<file path="src/hdl/wb_pkg.sv">
`default_nettype none

package wb_pkg;

  localparam int ADDR_W = 32;
  localparam int DATA_W = 32;
  localparam int STRB_W = DATA_W / 8;
  localparam int WAIT_W = 4;

  typedef logic [ADDR_W-1:0] addr_t;
  typedef logic [DATA_W-1:0] word_t;
  typedef logic [STRB_W-1:0] strb_t;
  typedef logic [WAIT_W-1:0] wait_t;

  // Memory map, one 4 KiB page per slave
  localparam int RAM_WORDS = 1024;
  localparam int RAM_IDX_W = $clog2(RAM_WORDS);
  localparam int PAGE_LSB = 12;
  localparam addr_t RAM_BASE = 32'h0000_0000;
  localparam addr_t REG_BASE = 32'h1000_0000;

  localparam logic [PAGE_LSB-1:0] REG_WAIT_OFS = 12'h000;
  localparam logic [PAGE_LSB-1:0] REG_SCRATCH_OFS = 12'h004;
  localparam logic [PAGE_LSB-1:0] REG_COUNT_OFS = 12'h008;

  typedef struct packed {
    logic  valid;
    addr_t addr;
    word_t wdata;
    strb_t wstrb;
  } cpu_req_t;

  typedef struct packed {
    word_t rdata;
    logic  ready;
  } cpu_rsp_t;

  typedef struct packed {
    addr_t adr;
    word_t dat;
    strb_t sel;
    logic  we;
    logic  cyc;
    logic  stb;
  } wb_req_t;

  typedef struct packed {
    word_t dat;
    logic  ack;
    logic  stall;
  } wb_rsp_t;

  typedef enum logic [1:0] {
    IDLE,
    LOAD,
    STORE
  } bridge_state_e;

endpackage

`default_nettype wire

</file>
<file path="src/hdl/wb_addr_decoder.sv">
`timescale 1ns/10ps
`default_nettype none

module wb_addr_decoder (
  input  wire             clock,
  input  wire             reset,
  input  wb_pkg::wb_req_t wb_req_i,
  output wb_pkg::wb_rsp_t wb_rsp_o,
  output wb_pkg::wb_req_t ram_req_o,
  input  wb_pkg::wb_rsp_t ram_rsp_i,
  output wb_pkg::wb_req_t reg_req_o,
  input  wb_pkg::wb_rsp_t reg_rsp_i
);

  logic [wb_pkg::ADDR_W-wb_pkg::PAGE_LSB-1:0] page;

  logic ram_hit;
  logic reg_hit;
  logic unmapped;
  logic unmap_ack_q;

  assign page = wb_req_i.adr[wb_pkg::ADDR_W-1:wb_pkg::PAGE_LSB];

  assign ram_hit = (page == wb_pkg::RAM_BASE[wb_pkg::ADDR_W-1:wb_pkg::PAGE_LSB]);
  assign reg_hit = (page == wb_pkg::REG_BASE[wb_pkg::ADDR_W-1:wb_pkg::PAGE_LSB]);
  assign unmapped = !ram_hit && !reg_hit;

  always_comb begin
    ram_req_o = wb_req_i;
    ram_req_o.stb = wb_req_i.stb && ram_hit;
    reg_req_o = wb_req_i;
    reg_req_o.stb = wb_req_i.stb && reg_hit;
  end

  // Unmapped pages answer on their own, one cycle after stb
  always_ff @(posedge clock) begin
    if (!reset) begin
      unmap_ack_q <= 1'b0;
    end else begin
      unmap_ack_q <= wb_req_i.cyc && wb_req_i.stb && unmapped;
    end
  end

  // Address is held by the master until the ack, so it can steer the reply
  always_comb begin
    if (ram_hit) begin
      wb_rsp_o = ram_rsp_i;
    end else if (reg_hit) begin
      wb_rsp_o = reg_rsp_i;
    end else begin
      wb_rsp_o.dat = '0;
      wb_rsp_o.ack = unmap_ack_q;
      wb_rsp_o.stall = 1'b0;
    end
  end

endmodule

`default_nettype wire

</file>
<file path="config.mk">
export PLATFORM = sky130hd
export DESIGN_NAME = wb_addr_decoder
export DESIGN_NICKNAME = d
export VERILOG_FILES = /design/src/hdl/wb_pkg.sv /design/src/hdl/wb_addr_decoder.sv
export SDC_FILE = /design/constraint.sdc
export NUM_CORES = 1
export LEC_CHECK = 0
export BUFFER_PORTS_ARGS = -buffer_cell sky130_fd_sc_hd__buf_2
export CAP_MARGIN = 30
export CORE_AREA = 2 2 122 124
export CTS_CLUSTER_DIAMETER = 50
export CTS_CLUSTER_SIZE = 14
export DETAILED_ROUTE_END_ITERATION = 10
export DIE_AREA = 0 0 124 126
export PLACE_DENSITY = 0.47
export SYNTH_ARGS = -nofsm -noshare
export SYNTH_HDL_FRONTEND = slang
export SYNTH_SLANG_ARGS = --single-unit
</file>
<file path="constraint.sdc">
create_clock -name clock -period 2.9 [get_ports clock]
set_input_delay 0.145 -clock clock [delete_from_list [all_inputs] [get_ports clock]]
set_output_delay 0.145 -clock clock [all_outputs]
set_load 0.02 [all_outputs]
</file>
==> metrics.md <==
| Metric | Value |
|---|---|
| Seq/Total Area, Yosys | 1.20% |
| GR Overflow Total | 0 |
| Final Wtd Congestion | 0.631 |
| Initial antenna violation count | 0 |
| Placed cells | 436 |
| Fmax achieved | 0.466 GHz |
| Setup bufs post-CTS | 0 |
| Vias post-DR | 1376 |
| Global Route Usage Sum | under 10% |
| Synthesized area | between 1500 and 2000 um^2 |
| Drt initial violations | 25 |
| Pin count of the biggest net entering global routing | 38 |
| EDFF count, synth | 0 |
| ANT cells | 0 |
| Synth top area share | 63.8% |
| Die Y | 126 um |
| Num ports | 317 |
| DP HPWL | 3600 um |
| Distinct cells, synth | 15 |
| Fin util | 11.8% |
| RSZ-0062 raised after global routing | no |
| Synth top area cells | buf_4, mux2i_1, nor2_1, nor4_1, buf_6 |
| Core area | 14300 um^2 |
| Row cnt | 44 |
| Chip Width | 124 um |
| Fin cells | 436 |
| Crit-path cells | buf_2 -> nor4_1 -> nand4_1 -> or4_1 -> buf_12 -> mux2_4 -> buf_2 |
| CP startpoint kind | input pin |
| Relative slew slack | 69.2% |
| Setup Total Neg Slack | 0 ns |
| Initial core utilization | 11.7% |
| Setup violators final | 0 |
| Number of flip-flops in the largest register | 1 |
| Final Hold Fails | 0 |
| Worst setup EP type | output port |
| Async SR Flop Fraction | 0% |
| Reg with most FFs | unmap_ack_q |
| Tightest Pin Transition | 0.458 ns |
| Lkg Pwr | between 1 and 1.5 nW |
| Post-Syn Instances | 228 |
| Slowest stage cell, crit path | or4_1 |
| Mean Syn Cell Area | roughly 7.3 um^2 |
| Vias in the first global route | between 1k and 1.5k |
| Top-count cell post-synth | buf_4 |
| Crit path max-delay family | simple AND/OR/NAND/NOR gates |
| # resized after CTS | 0 |
| Post-Route WL | ~4200 um |
| Slowest stage delay, CP | 0.48 ns |
| Buffers added on ports | 169 |
| Synth warnings | 0 |
| Peak VDD IR | 35.2 uV |
| Post-Place Setup Slack | 0.592 ns |
| Pwr Density | 120 nW/um^2 |
| Via/cell ratio | 3.16 |
| Max Slew Vio Count | 0 |
| Period utilisation layout | 74.0% |
| Hold Crit Class | in2out |
| Global-route wire length before repair | approximately 5400 um |
| Post-synth top area cell | buf_4 |
| Largest regs | unmap_ack_q (1) |
| Commonest cells post-synth | buf_4, mux2i_1, nor2_1 |
| TritonRoute pass-1 iters | 4 |
| Maxcap violations | 0 |
| Worst Path Arrival | around 2 ns |
| Kind of critical path | in2out |
| Area growth syn-to-layout | 1.12% |
| CP Max Fanout | 37 |
| Net Count, Synth | 369 |
| Post-route ant nets | 0 |
| CP Data Required Time | 2.76 ns |
| Fin nets | 395 |
| # hold bufs at CTS | 0 |
| Cell mode on critical path | buf_2 |
| Flops & latches, synth | 1 |
| Die area | 15600 um^2 |
| Routed WL per cell | 9.65 um |
| Setup ws final | ~0.75 ns |
| Status | complete, no violations |
| Detailed-route DRC error count | 0 |
| Buf/Inv on CP | 3 |
| Fin crit period | ~2.1 ns |
| Primary FF master, synth | dfxtp_1 |
| Share of cells above drive strength 1 | 69.0% |
## worst paths after layout
check          from            end  slack [ns]  cells after the start
max    wb_req_i[52]    wb_rsp_o[1]        0.75                      7
min    wb_req_i[16]  ram_req_o[16]        0.29                      0
## power breakdown
group	internal [mW]	total, mW	switching, mW
logic	0.0909	0.188	0.0970
registers	0.0146	0.0147	0.000115
clock network	0	0	0
## cell type report
class,instances,area (um^2)
Sequential cell,1,20.0
Inverter,2,7.51
Tap cell,184,230
Fill cell,1700,12600
Multi-Input combinational cell,77,538
Timing Repair Buffer,172,893
## stage by stage
stage / cell area (um^2) / total power, mW / hold slack [ns]
after floorplan: 1670 / 0.342 / 0.316
after global placement: 1690 / 0.205 / 0.290
after detailed placement: 1690 / 0.205 / 0.290
after CTS: 1690 / 0.206 / 0.290
after global routing: 1690 / 0.220 / 0.290
final: 1690 / 0.203 / 0.290
## placed cells by master, fill, tap and decap left out
master and count:
and4_1 1, buf_12 2, buf_2 169, buf_4 1
dfxtp_1 1, inv_1 2, mux2_2 1, mux2_4 1
mux2i_1 33, nand4_1 1, nor2_1 33, nor3_1 2
nor4_1 4, or4_1 1
## metal layers
layer  global-route usage [%]  wire, um  vias up  share of wire (%)
li1                         -         -      636                  -
met1                     4.34      1450      589                 35
met2                     7.14      1810      142                 43
met3                     2.49       896        9                 21
met4                    0.991        50        0                1.2
met5                        0         0        -                  0
## kinds of logic (layout without fill, tap and decap cells)
group	count (synthesis)	after routing	synth area share [%]
flip-flops	1	1	1.20
buffers and inverters	150	174	66.6
AND/OR/NAND/NOR	42	42	10.9
multiplexers	35	35	21.3
Power figures use the tool's default switching activity.
