--- config.mk ---
export PLATFORM = sky130hd
export DESIGN_NAME = wb_timing_regs
export DESIGN_NICKNAME = d
export VERILOG_FILES = /design/src/hdl/wb_pkg.sv /design/src/hdl/wb_timing_regs.sv
export SDC_FILE = /design/constraint.sdc
export NUM_CORES = 1
export LEC_CHECK = 0
export BUFFER_PORTS_ARGS = -buffer_cell sky130_fd_sc_hd__buf_2
export CAP_MARGIN = 20
export CORE_ASPECT_RATIO = 1.5
export CORE_MARGIN = 3
export CORE_UTILIZATION = 30
export CTS_CLUSTER_SIZE = 20
export DETAILED_ROUTE_END_ITERATION = 10
export PLACE_DENSITY = 0.48
export SETUP_SLACK_MARGIN = 0.4
export SLEW_MARGIN = 10
export SYNTH_ARGS = -nofsm -noshare
export SYNTH_HDL_FRONTEND = slang
export SYNTH_SLANG_ARGS = --single-unit
--- constraint.sdc ---
create_clock -name clock -period 2.3 [get_ports clock]
set_input_delay 0.115 -clock clock [delete_from_list [all_inputs] [get_ports clock]]
set_output_delay 0.115 -clock clock [all_outputs]
set_load 0.1 [all_outputs]
--- src/hdl/wb_pkg.sv ---
`default_nettype none

package wb_pkg;

  localparam int ADDR_W = 32;
  localparam int DATA_W = 32;
  localparam int STRB_W = DATA_W / 8;
  localparam int WAIT_W = 4;

  typedef logic [ADDR_W-1:0] addr_t;
  typedef logic [DATA_W-1:0] word_t;
  typedef logic [STRB_W-1:0] strb_t;
  typedef logic [WAIT_W-1:0] wait_t;

  // Memory map, one 4 KiB page per slave
  localparam int RAM_WORDS = 1024;
  localparam int RAM_IDX_W = $clog2(RAM_WORDS);
  localparam int PAGE_LSB = 12;
  localparam addr_t RAM_BASE = 32'h0000_0000;
  localparam addr_t REG_BASE = 32'h1000_0000;

  localparam logic [PAGE_LSB-1:0] REG_WAIT_OFS = 12'h000;
  localparam logic [PAGE_LSB-1:0] REG_SCRATCH_OFS = 12'h004;
  localparam logic [PAGE_LSB-1:0] REG_COUNT_OFS = 12'h008;

  typedef struct packed {
    logic  valid;
    addr_t addr;
    word_t wdata;
    strb_t wstrb;
  } cpu_req_t;

  typedef struct packed {
    word_t rdata;
    logic  ready;
  } cpu_rsp_t;

  typedef struct packed {
    addr_t adr;
    word_t dat;
    strb_t sel;
    logic  we;
    logic  cyc;
    logic  stb;
  } wb_req_t;

  typedef struct packed {
    word_t dat;
    logic  ack;
    logic  stall;
  } wb_rsp_t;

  typedef enum logic [1:0] {
    IDLE,
    LOAD,
    STORE
  } bridge_state_e;

endpackage

`default_nettype wire

--- src/hdl/wb_timing_regs.sv ---
`timescale 1ns/10ps
`default_nettype none

module wb_timing_regs (
  input  wire             clock,
  input  wire             reset,
  input  wb_pkg::wb_req_t wb_req_i,
  output wb_pkg::wb_rsp_t wb_rsp_o,
  input  wire             access_done_i,
  output wb_pkg::wait_t   wait_o
);

  logic [wb_pkg::PAGE_LSB-1:0] ofs;

  logic req;
  logic wr;
  wb_pkg::wait_t wait_q;
  wb_pkg::word_t scratch_q;
  wb_pkg::word_t count_q;
  wb_pkg::word_t rd_mux;
  wb_pkg::word_t rdata_q;
  logic ack_q;

  assign ofs = {wb_req_i.adr[wb_pkg::PAGE_LSB-1:2], 2'b00};
  assign req = wb_req_i.cyc && wb_req_i.stb;
  assign wr = req && wb_req_i.we;

  always_ff @(posedge clock) begin
    if (!reset) begin
      wait_q <= '0;
      scratch_q <= '0;
      count_q <= '0;
      ack_q <= 1'b0;
    end else begin
      ack_q <= req;
      if (wr && ofs == wb_pkg::REG_WAIT_OFS && wb_req_i.sel[0]) begin
        wait_q <= wb_req_i.dat[wb_pkg::WAIT_W-1:0];
      end
      if (wr && ofs == wb_pkg::REG_SCRATCH_OFS) begin
        for (int i = 0; i < wb_pkg::STRB_W; i++) begin
          if (wb_req_i.sel[i]) begin
            scratch_q[8*i +: 8] <= wb_req_i.dat[8*i +: 8];
          end
        end
      end
      // Completed RAM accesses
      if (access_done_i) begin
        count_q <= count_q + wb_pkg::word_t'(1);
      end
    end
  end

  always_comb begin
    case (ofs)
      wb_pkg::REG_WAIT_OFS: rd_mux = wb_pkg::word_t'(wait_q);
      wb_pkg::REG_SCRATCH_OFS: rd_mux = scratch_q;
      wb_pkg::REG_COUNT_OFS: rd_mux = count_q;
      default: rd_mux = '0;
    endcase
  end

  always_ff @(posedge clock) begin
    if (req) begin
      rdata_q <= rd_mux;
    end
  end

  assign wb_rsp_o.dat = rdata_q;
  assign wb_rsp_o.ack = ack_q;
  assign wb_rsp_o.stall = 1'b0;

  assign wait_o = wait_q;

endmodule

`default_nettype wire

==> out/metrics.yaml <==
tightest_slew_ns: 0.606
reg2reg_slack_ns: 0.41
worstPathCellList: "ha_4, nand3_4, or4_4, or4_1, a21oi_2"
antenna_found_initial: 0
synth_fp_nets: 461
worstPathMaxFanout: 6
antenna_left: 0
finalWorstPathRequiredPeriod_ns: 1.89
num_vias: 3351
diodes: 0
die_h_um: 151
synth_warnings: 0
cpLargestDelayFamily: "simple AND/OR/NAND/NOR gates"
layout-drive-gt1-share_pct: 34.1
sequentialPowerShare_pct: 52.9
crit_slowest_cell: "or4_4"
fillCellCount: 1380
drv_cap: 0
core.rowCount: 52
required_ns: 2.57
internal_power_mw: 2.64
switching_share_pct: 24.9
hold_start: "wb_req_i[38]"
fmax_ghz: 0.529
vdd_drop_max_mv: 0.266
syn_area_per_cell_um2: 10.9
fin_nets: 569
grt_pass1_vias: 3215
grt_max_degree: 49
maxSlewHeadroom_pct: 59.6
cts_tree: "built"
synth_area_um2: 4220
hold_viol: 0
hold-path-cell-count: 3
die_w_um: 103
drc_errors: 0
seq_area_frac_synth_pct: 55.5
r2r_end: "count_q[30]"
finalSetupViolCount: 0
final.setup.tns_ns: 0
cts_root_buf: "clkbuf_16"
gp_congestion: 0.800
pre_cts_slack_ns: 0.114
first_pass_iters: 5
worstRegToRegCells: 5
cts_buffers: 9
grtUsageTotal_pct: 14.0
hold_path_end: "scratch_q[31]"
period_share_pct: 82.3
clkPwrFrac_pct: 38.5
slowest_delay_ns: 0.55
worstSetupStartpointType: "flop"
clock_latency_ns: 0.34
fp.dieArea_um2: 15600
start_util_pct: 30.9
netlist-cell-type-count: 36
switchingPower_mw: 0.876
cts_sinks: 101
rsz0062_at_grt: "true"
clk_path_buf_depth: 2
reg2reg_from: "count_q[1]"
p_leak_nw: 1.99
power_mw: 3.51
path_class: "reg2reg"
hold_class: "in2reg"
io_pins: 112
endpoint_kind: "flop"
postSynthCellCount: 386
synth_seq_cells: 101
dp_hpwl_mm: 7.36
cp_num_buf_inv: 0
drt-initial-drc-count: 114
crit_arrival_ns: 2.17
core_area_um2: 13700
worst_slack_ns: 0.408
wirelength_mm: 10.8
clk_pin_slew_ns: 0.07
wl_per_cell_um: 16.3
regArea_um2: 2380
viasPerCell: 5.07
pwr-share-comb_pct: 8.5
io_buffers: 88
grt_pass1_wl_mm: 16.7
grt.overflow.total: 0
syn_to_final_growth_pct: 28.3
outcome: "completed"
slew_viol_final: 0
multiInputGateArea_um2: 1850
power-per-cell-area_nw_per_um2: 649
htreeDepth: 3
skew_ns: 0.00864
==> worst max path at each step <==
stage                from           to  slack [ns]  depth (start not counted)
4_1_cts        count_q[0]  count_q[30]        0.40                          5
3_3_place_gp   count_q[1]  count_q[20]        0.15                          6
6_report       count_q[1]  count_q[30]        0.41                          5
3_5_place_dp   count_q[1]  count_q[16]        0.11                          6
5_1_grt        count_q[8]  count_q[30]        0.34                          6
2_1_floorplan  count_q[1]  count_q[26]        0.40                          6
==> cell type report <==
cell class	count	share of cell area, %
Tap cell	162	3.74
Inverter	9	0.623
Clock inverter	6	0.554
Timing Repair Buffer	120	12.9
Multi-Input combinational cell	253	34.1
Clock buffer	10	4.23
Sequential cell	101	43.9
==> cells in the final DEF (no fill, tap or decap), types with 2 or more instances in the layout <==
cell       instances
or4_4              5
buf_4             27
clkbuf_16          9
mux2i_1           34
or3_4              2
nor4_4             4
and3_1             4
xor2_1             5
nor3_1             3
o31ai_1            4
and4_1             3
inv_1              8
nand2b_1           2
or3_1             11
clkinv_1           2
nand4_1           13
a21oi_1           20
a22o_1            28
or4_1              8
nor2_1            43
dfxtp_4            8
nand3_1           11
buf_2             89
dfxtp_1           57
dfxtp_2            4
clkinv_2           3
o31ai_2            3
nand2_1           10
o21ai_0           17
a21oi_2            4
buf_6              2
a222oi_1           4
edfxtp_1          32
xnor2_1            5
==> layer usage <==
| layer | vias to the layer above | share of wire (%) | GRT usage, % |
|---|---|---|---|
| met5 | - | 0 | 0 |
| met1 | 1606 | 40 | 15.8 |
| met4 | 0 | 1.4 | 4.86 |
| met3 | 9 | 3.9 | 3.27 |
| met2 | 68 | 55 | 25.4 |
| li1 | 1668 | - | - |
==> worst register-to-register path, cell delays in order (launching register included) <==
cell	delay, ns
dfxtp_4	0.36
ha_4	0.14
nand3_4	0.09
or4_4	0.55
or4_1	0.53
a21oi_2	0.16
==> what timing repair did <==
| item | CTS | global route |
|---|---|---|
| cloned | 1 | 1 |
| hold buffers | 1 | 0 |
| endpoints found under the setup margin | 20 | 19 |
| resized for setup | 18 | 19 |
| pin swaps | 12 | 17 |
| buffers inserted | 6 | 9 |
| hold endpoints to repair | 1 | 0 |
==> cells by family (layout without fill, tap and decap cells) <==
group / Yosys count / after routing / share of synthesized area, %
multiplexers: 34 / 34 / 8.06
flip-flops: 101 / 101 / 55.5
other: 1 / 1 / 0.0888
XOR/XNOR: 10 / 10 / 2.07
adder cells (fa/ha/maj): 1 / 1 / 0.296
AO/OA/AOI/OAI: 80 / 80 / 12.9
buffers and inverters: 33 / 145 / 3.52
AND/OR/NAND/NOR: 126 / 127 / 17.7
==> registers in the layout (all words and copies together) (netlist names) <==
register / flops
rdata_q: 32
count_q: 32
ack_q: 1
scratch_q: 32
wait_o: 4
==> per-stage QoR <==
stage / area, µm² / hold slack (ns) / std cells / utilization [%]
finish: 5420 / 0.0117 / 661 / 39.7
global route: 5420 / 0.00778 / 661 / 39.7
CTS: 5290 / 0.000641 / 651 / 38.7
detailed placement: 4910 / 0.358 / 627 / 35.9
global placement: 4910 / 0.352 / 627 / 35.9
floorplan: 4250 / 0.252 / 386 / -
==> power groups by stage <==
stage	clock (mW)	sequential [mW]	combinational (mW)
6_report	1.35	1.86	0.300
5_1_grt	1.48	1.86	0.316
4_1_cts	1.40	1.86	0.304
3_5_place_dp	0	1.91	0.294
3_3_place_gp	0	1.91	0.292
2_1_floorplan	0	2.05	0.0636
==> synthesized netlist by cell type <==
cell / instances / area share (%)
a21oi_1: 24 / 2.8
a222oi_1: 4 / 0.95
a22o_1: 28 / 5.8
and2_1: 1 / 0.15
and3_1: 4 / 0.59
and4_1: 4 / 0.83
buf_1: 3 / 0.27
buf_2: 4 / 0.47
buf_4: 3 / 0.53
buf_6: 1 / 0.27
clkbuf_1: 12 / 1.1
clkbuf_2: 1 / 0.12
conb_1: 1 / 0.089
dfxtp_1: 69 / 33
edfxtp_1: 32 / 23
ha_1: 1 / 0.30
inv_1: 9 / 0.80
mux2i_1: 34 / 8.1
nand2_1: 10 / 0.89
nand2b_1: 2 / 0.30
nand3_1: 12 / 1.4
nand4_1: 13 / 1.9
nand4_2: 1 / 0.30
nor2_1: 43 / 3.8
nor3_1: 4 / 0.47
nor4_1: 1 / 0.15
nor4_2: 1 / 0.30
nor4_4: 4 / 2.0
nor4b_2: 1 / 0.36
o21ai_0: 17 / 2.0
o31ai_1: 7 / 1.2
or3_1: 13 / 1.9
or4_1: 11 / 2.0
or4_4: 1 / 0.27
xnor2_1: 5 / 1.0
xor2_1: 5 / 1.0
No activity file was read; power rests on OpenSTA's default activity.
