## src/hdl/wb_pkg.sv

```systemverilog
`default_nettype none

package wb_pkg;

  localparam int ADDR_W = 32;
  localparam int DATA_W = 32;
  localparam int STRB_W = DATA_W / 8;
  localparam int WAIT_W = 4;

  typedef logic [ADDR_W-1:0] addr_t;
  typedef logic [DATA_W-1:0] word_t;
  typedef logic [STRB_W-1:0] strb_t;
  typedef logic [WAIT_W-1:0] wait_t;

  // Memory map, one 4 KiB page per slave
  localparam int RAM_WORDS = 1024;
  localparam int RAM_IDX_W = $clog2(RAM_WORDS);
  localparam int PAGE_LSB = 12;
  localparam addr_t RAM_BASE = 32'h0000_0000;
  localparam addr_t REG_BASE = 32'h1000_0000;

  localparam logic [PAGE_LSB-1:0] REG_WAIT_OFS = 12'h000;
  localparam logic [PAGE_LSB-1:0] REG_SCRATCH_OFS = 12'h004;
  localparam logic [PAGE_LSB-1:0] REG_COUNT_OFS = 12'h008;

  typedef struct packed {
    logic  valid;
    addr_t addr;
    word_t wdata;
    strb_t wstrb;
  } cpu_req_t;

  typedef struct packed {
    word_t rdata;
    logic  ready;
  } cpu_rsp_t;

  typedef struct packed {
    addr_t adr;
    word_t dat;
    strb_t sel;
    logic  we;
    logic  cyc;
    logic  stb;
  } wb_req_t;

  typedef struct packed {
    word_t dat;
    logic  ack;
    logic  stall;
  } wb_rsp_t;

  typedef enum logic [1:0] {
    IDLE,
    LOAD,
    STORE
  } bridge_state_e;

endpackage

`default_nettype wire

```

## src/hdl/wb_master_bridge.sv

```systemverilog
`timescale 1ns/10ps
`default_nettype none

module wb_master_bridge (
  input  wire              clock,
  input  wire              reset,
  input  wb_pkg::cpu_req_t cpu_req_i,
  output wb_pkg::cpu_rsp_t cpu_rsp_o,
  output wb_pkg::wb_req_t  wb_req_o,
  input  wb_pkg::wb_rsp_t  wb_rsp_i
);

  wb_pkg::bridge_state_e state_q;
  wb_pkg::bridge_state_e state_d;

  wb_pkg::wb_req_t req_q;
  wb_pkg::wb_req_t req_d;

  logic ready_q;
  logic ready_d;
  wb_pkg::word_t rdata_q;

  logic is_read;
  logic load_ack;

  // No strobes set means a load
  assign is_read = (cpu_req_i.wstrb == '0);
  assign load_ack = (state_q == wb_pkg::LOAD) && wb_rsp_i.ack;

  always_comb begin
    state_d = state_q;
    req_d = req_q;
    ready_d = 1'b0;
    case (state_q)
      wb_pkg::IDLE: begin
        // Hold off during the ready cycle, valid is still up from the last request
        if (cpu_req_i.valid && !ready_q) begin
          req_d.adr = {cpu_req_i.addr[wb_pkg::ADDR_W-1:2], 2'b00};
          req_d.dat = cpu_req_i.wdata;
          req_d.cyc = 1'b1;
          req_d.stb = 1'b1;
          if (is_read) begin
            state_d = wb_pkg::LOAD;
            req_d.sel = '1;
            req_d.we = 1'b0;
          end else begin
            state_d = wb_pkg::STORE;
            req_d.sel = cpu_req_i.wstrb;
            req_d.we = 1'b1;
          end
        end
      end
      wb_pkg::LOAD,
      wb_pkg::STORE: begin
        if (wb_rsp_i.ack) begin
          state_d = wb_pkg::IDLE;
          req_d.cyc = 1'b0;
          req_d.stb = 1'b0;
          req_d.we = 1'b0;
          ready_d = 1'b1;
        end else if (req_q.stb && !wb_rsp_i.stall) begin
          // Accepted this cycle, keep cyc until the ack
          req_d.stb = 1'b0;
        end
      end
      default: begin
        state_d = wb_pkg::IDLE;
        req_d.cyc = 1'b0;
        req_d.stb = 1'b0;
        req_d.we = 1'b0;
      end
    endcase
  end

  always_ff @(posedge clock) begin
    if (!reset) begin
      state_q <= wb_pkg::IDLE;
      req_q <= '0;
      ready_q <= 1'b0;
    end else begin
      state_q <= state_d;
      req_q <= req_d;
      ready_q <= ready_d;
    end
  end

  always_ff @(posedge clock) begin
    if (load_ack) begin
      rdata_q <= wb_rsp_i.dat;
    end
  end

  assign wb_req_o = req_q;

  assign cpu_rsp_o.rdata = rdata_q;
  assign cpu_rsp_o.ready = ready_q;

endmodule

`default_nettype wire

```

## config.mk

```make
export PLATFORM = sky130hd
export DESIGN_NAME = wb_master_bridge
export DESIGN_NICKNAME = d
export VERILOG_FILES = /design/src/hdl/wb_pkg.sv /design/src/hdl/wb_master_bridge.sv
export SDC_FILE = /design/constraint.sdc
export NUM_CORES = 1
export LEC_CHECK = 0
export ABC_AREA = 0
export BUFFER_PORTS_ARGS = -buffer_cell sky130_fd_sc_hd__buf_2
export CAP_MARGIN = 20
export CORE_ASPECT_RATIO = 0.9
export CORE_MARGIN = 3
export CORE_UTILIZATION = 25
export DETAILED_ROUTE_END_ITERATION = 8
export PLACE_DENSITY = 0.59
export SETUP_SLACK_MARGIN = 0.02
export SKIP_CTS_REPAIR_TIMING = 1
export SYNTH_ARGS = -nofsm -noshare
export SYNTH_HDL_FRONTEND = slang
export SYNTH_SLANG_ARGS = --single-unit
export TNS_END_PERCENT = 20
```

## constraint.sdc

```tcl
create_clock -name clock -period 3.7 [get_ports clock]
set_clock_uncertainty 0.2 [all_clocks]
set_input_delay 0.37 -clock clock [delete_from_list [all_inputs] [get_ports clock]]
set_output_delay 0.37 -clock clock [all_outputs]
set_load 0.03 [all_outputs]
```

==> out/results.tsv <==
stage	metric	value	unit
outcome	outcome	finished, final reports clean	
clock_network	Clock Path Buffers	2	
timing	final clock period utilization by the worst path	0.6179	
critical_path	biggest fanout along the worst timing path	38	
die	Die Y	121.6	um
critical_path	setup slack on the worst flop-to-flop path	1.41	ns
worst_hold_path	start point of the worst hold path	wb_rsp_i[11]	
power_and_ir_drop	worst supply voltage drop on vdd	0.1978	mV
synth	ys async rst share	0	
clock_network	total CTS buffers	9	
timing	sum of negative setup slack	0	ns
power_and_ir_drop	Total Power Consumption	2.602	mW
die	overall die area	0.01634	sq mm
synth	leading register cell type out of synthesis	sky130_fd_sc_hd__dfxtp_1	
power_and_ir_drop	clock power share	0.350	
detailed_routing	number of search-and-repair iterations in the first detailed-routing pass	4	
synth	post-synthesis share of cell area spent on and, or, nand and nor gates	0.1582	
cells_and_area	count of antenna diodes in the layout	0	
power_and_ir_drop	switching fraction of total power	0.2885	
clock_network	H-tree levels	3	
placed_design	Port-buffer cells	204	
worst_hold_path	number of cells traversed by the worst hold path	1	
synth	number of synthesized register bits	103	
clock_network	clock transition at the register clock pins on the worst setup and hold paths after CTS	0.07	ns
cells_and_area	Layout Cells excl Fill	776	
clock_network	worst-skew pair later-pin latency	0.35	ns
synth	Synth top area share	0.3831	
synth	portion of netlist area occupied by mux cells	0	
critical_path	Reg2Reg Depth	6	
cells_and_area	register area	0.002382	sq mm
detailed_routing	vias per std cell	4.223	
synth	most repeated cell in the gate-level netlist after synthesis	sky130_fd_sc_hd__nand2_1	
timing	Setup Viol. Count Final	0	
detailed_routing	DRC	0	
cells_and_area	Core Util, Final	0.3811	
cells_and_area	Layout fillers	1426	
cells_and_area	Area growth, synth to finish	46.51	%
power_and_ir_drop	Internal Pwr Total	1.851	mW
critical_path	worst reg2reg endpoint	wb_req_o[27]	
synth	compound-gate portion of the synthesized area	0.1406	
detailed_routing	post-DR wirelength/cell	13.46	um
timing	Max Slew Vio Count	0	
critical_path	required time of the critical path	3.76	ns
detailed_routing	number of DRC markers after the initial detailed-route iteration	83	
die	horizontal extent of the die	134.4	um
detailed_routing	total wire length	10450	um
synth	top cells by count, synth	128 x sky130_fd_sc_hd__nand2_1, 71 x sky130_fd_sc_hd__dfxtp_1, 47 x sky130_fd_sc_hd__a21boi_0	
global_routing	Total Routing Usage GR	0.1168	
critical_path	critical path data arrival time	2.35	ns
synth	Synth cell types	26	
power_and_ir_drop	sw power	750.5	uW
synth	library cell occupying the most area in the post-synthesis netlist	sky130_fd_sc_hd__dfxtp_1	
die	io pins	209	
critical_path	type of destination of the critical path	flip-flop	
power_and_ir_drop	fraction of power consumed by combinational cells	0.168	
critical_path	type of the worst setup path	reg -> reg	
cells_and_area	combined area of the multi-input logic cells	0.001142	sq mm
power_and_ir_drop	LEAKAGE	2.444	nW
clock_network	TritonCTS clock tree	yes	
timing	normalized max-slew margin	0.5257	
global_routing	total grt overflow	0	
worst_hold_path	worst-case hold path end point	rdata_q[9]	
die	initial standard-cell utilization of the core	0.2601	
critical_path	FF-to-FF Start	state_q[1]	
cells_and_area	net count of the finished layout	685	
timing	worst slew pin tran	0.7114	ns
global_routing	largest net degree at the start of global routing	73	
cells_and_area	share of final-layout standard cells stronger than drive strength 1	0.3894	
synth	syn avg cell area	10.48	sq um
synth	largest family of logic cells by synthesized area	simple AND/OR/NAND/NOR gates	
global_routing	vias in the first global route	2969	
placed_design	HPWL Detailed	7264	um
die	Core ar.	0.01426	sq mm
timing	setup repair after global routing missed its margin	false	
worst_hold_path	class of the tightest hold or removal check	in -> reg	
power_and_ir_drop	total power per unit cell area	478.7	mW/mm^2
timing	count of final hold-check violations	0	
detailed_routing	antenna-violating nets left	0	
synth	post-synth design cell area	0.003710	sq mm
synth	xor and xnor fraction of the mapped netlist area	0	
clock_network	master cell of the clock root buffer	sky130_fd_sc_hd__clkbuf_16	
synth	gate count after technology mapping	354	
critical_path	startpoint of the worst setup timing path	state_q[1]	
job	max cap viols	0	
detailed_routing	routed via count	3277	
timing	Peak Freq	437.4	MHz
synth	adder and majority cell fraction of the synthesized area	0.006745	
power_and_ir_drop	sequential fraction of design power	0.482	
die	Std-Cell Rows	41	
synth	sequential fraction of the synthesis area	0.6422	
placed_design	final weighted congestion in routability-driven placement	0.7169	
synth	number of flops mapped to enable cells by yosys	32	
synth	main area contributors after synthesis	sky130_fd_sc_hd__dfxtp_1 38%, sky130_fd_sc_hd__edfxtp_1 26%, sky130_fd_sc_hd__nand2_1 13%	
clock_network	Sink Count	103	
global_routing	first-pass GRT wire length	14720	um
critical_path	element type at the critical path start	flip-flop	
synth	number of synthesis warnings	0	
global_routing	initial antenna violation count	0	
timing	time the final worst path needs with I/O delays and setup	2.286	ns
placed_design	total placed cells including tap cells	729	
## stage by stage
| step | area [sq um] | hold slack (ns) | worst slack, ns |
|---|---|---|---|
| after global placement | 4828 | 0.2394 | 1.448 |
| after global routing | 5435 | -0.008901 | 1.104 |
| after floorplan | 3714 | 0.2607 | 1.809 |
| after detailed placement | 4828 | 0.2457 | 1.373 |
| after CTS | 5115 | -0.03302 | 1.333 |
| final | 5435 | 0.02843 | 1.414 |
## power groups by stage
| stage | clock network (mW) | logic, mW | registers [mW] |
|---|---|---|---|
| after floorplan | 0 | 0.159 | 1.40 |
| after global placement | 0 | 0.406 | 1.28 |
| after detailed placement | 0 | 0.412 | 1.28 |
| after CTS | 0.958 | 0.413 | 1.26 |
| after global routing | 0.996 | 0.474 | 1.26 |
| final | 0.911 | 0.436 | 1.26 |
## cell usage in the layout, fill, tap and decap left out, drive strengths merged, types with 2 or more instances in the layout
cell type / netlist / final
o22ai: 2 / 2
a21boi: 63 / 63
inv: 3 / 7
nor3: 4 / 4
dfxtp: 71 / 71
o21ai: 5 / 5
dlygate4sd3: 0 / 30
clkbuf: 9 / 9
nand2b: 2 / 2
and2: 2 / 2
clkinv: 0 / 2
nand2: 128 / 128
nor2: 4 / 4
edfxtp: 32 / 32
buf: 18 / 209
ha: 2 / 2
conb: 1 / 2
## cell families after synthesis
logic type	after synthesis
flops	103
buf+inv	30
simple gates	146
fa+ha+maj	2
compound gates	72
other cells	1
## worst max path at each step
stage	end	cells after the start	slack, ns
2_1_floorplan	rdata_q[0]	3	1.81
3_3_place_gp	wb_req_o[18]	6	1.45
3_5_place_dp	wb_req_o[27]	6	1.37
4_1_cts	wb_req_o[27]	6	1.33
5_1_grt	wb_req_o[17]	6	1.10
6_report	wb_req_o[27]	6	1.41
## worst max-delay path: stages, from the launching register on
cell	delay, ns
sky130_fd_sc_hd__dfxtp_1	0.33
sky130_fd_sc_hd__inv_1	0.08
sky130_fd_sc_hd__ha_1	0.20
sky130_fd_sc_hd__and3b_2	0.68
sky130_fd_sc_hd__buf_4	0.43
sky130_fd_sc_hd__nand2_1	0.09
sky130_fd_sc_hd__a21boi_0	0.17
## state kept, by name, summed over array words and instances, names as in the netlist
register  flops
rdata_q      32
ready_q       1
state_q       2
wb_req_o     68
## area by class of cell
type / count / area share
flip-flops and latches: 103 / 0.4383
repair buffers: 239 / 0.2523
multi-input cells: 222 / 0.2102
well taps: 193 / 0.04443
clock buffers: 9 / 0.04144
clock inverters: 7 / 0.01128
inverters: 3 / 0.002072
## metal layers
layer	track usage	up-vias	routed length, um
met5	0	-	0
met4	0.05725	0	253
met3	0.04666	20	928
met2	0.1847	154	4748
met1	0.1390	1496	4514
li1	-	1607	-
(Power assumes the default switching activity.)
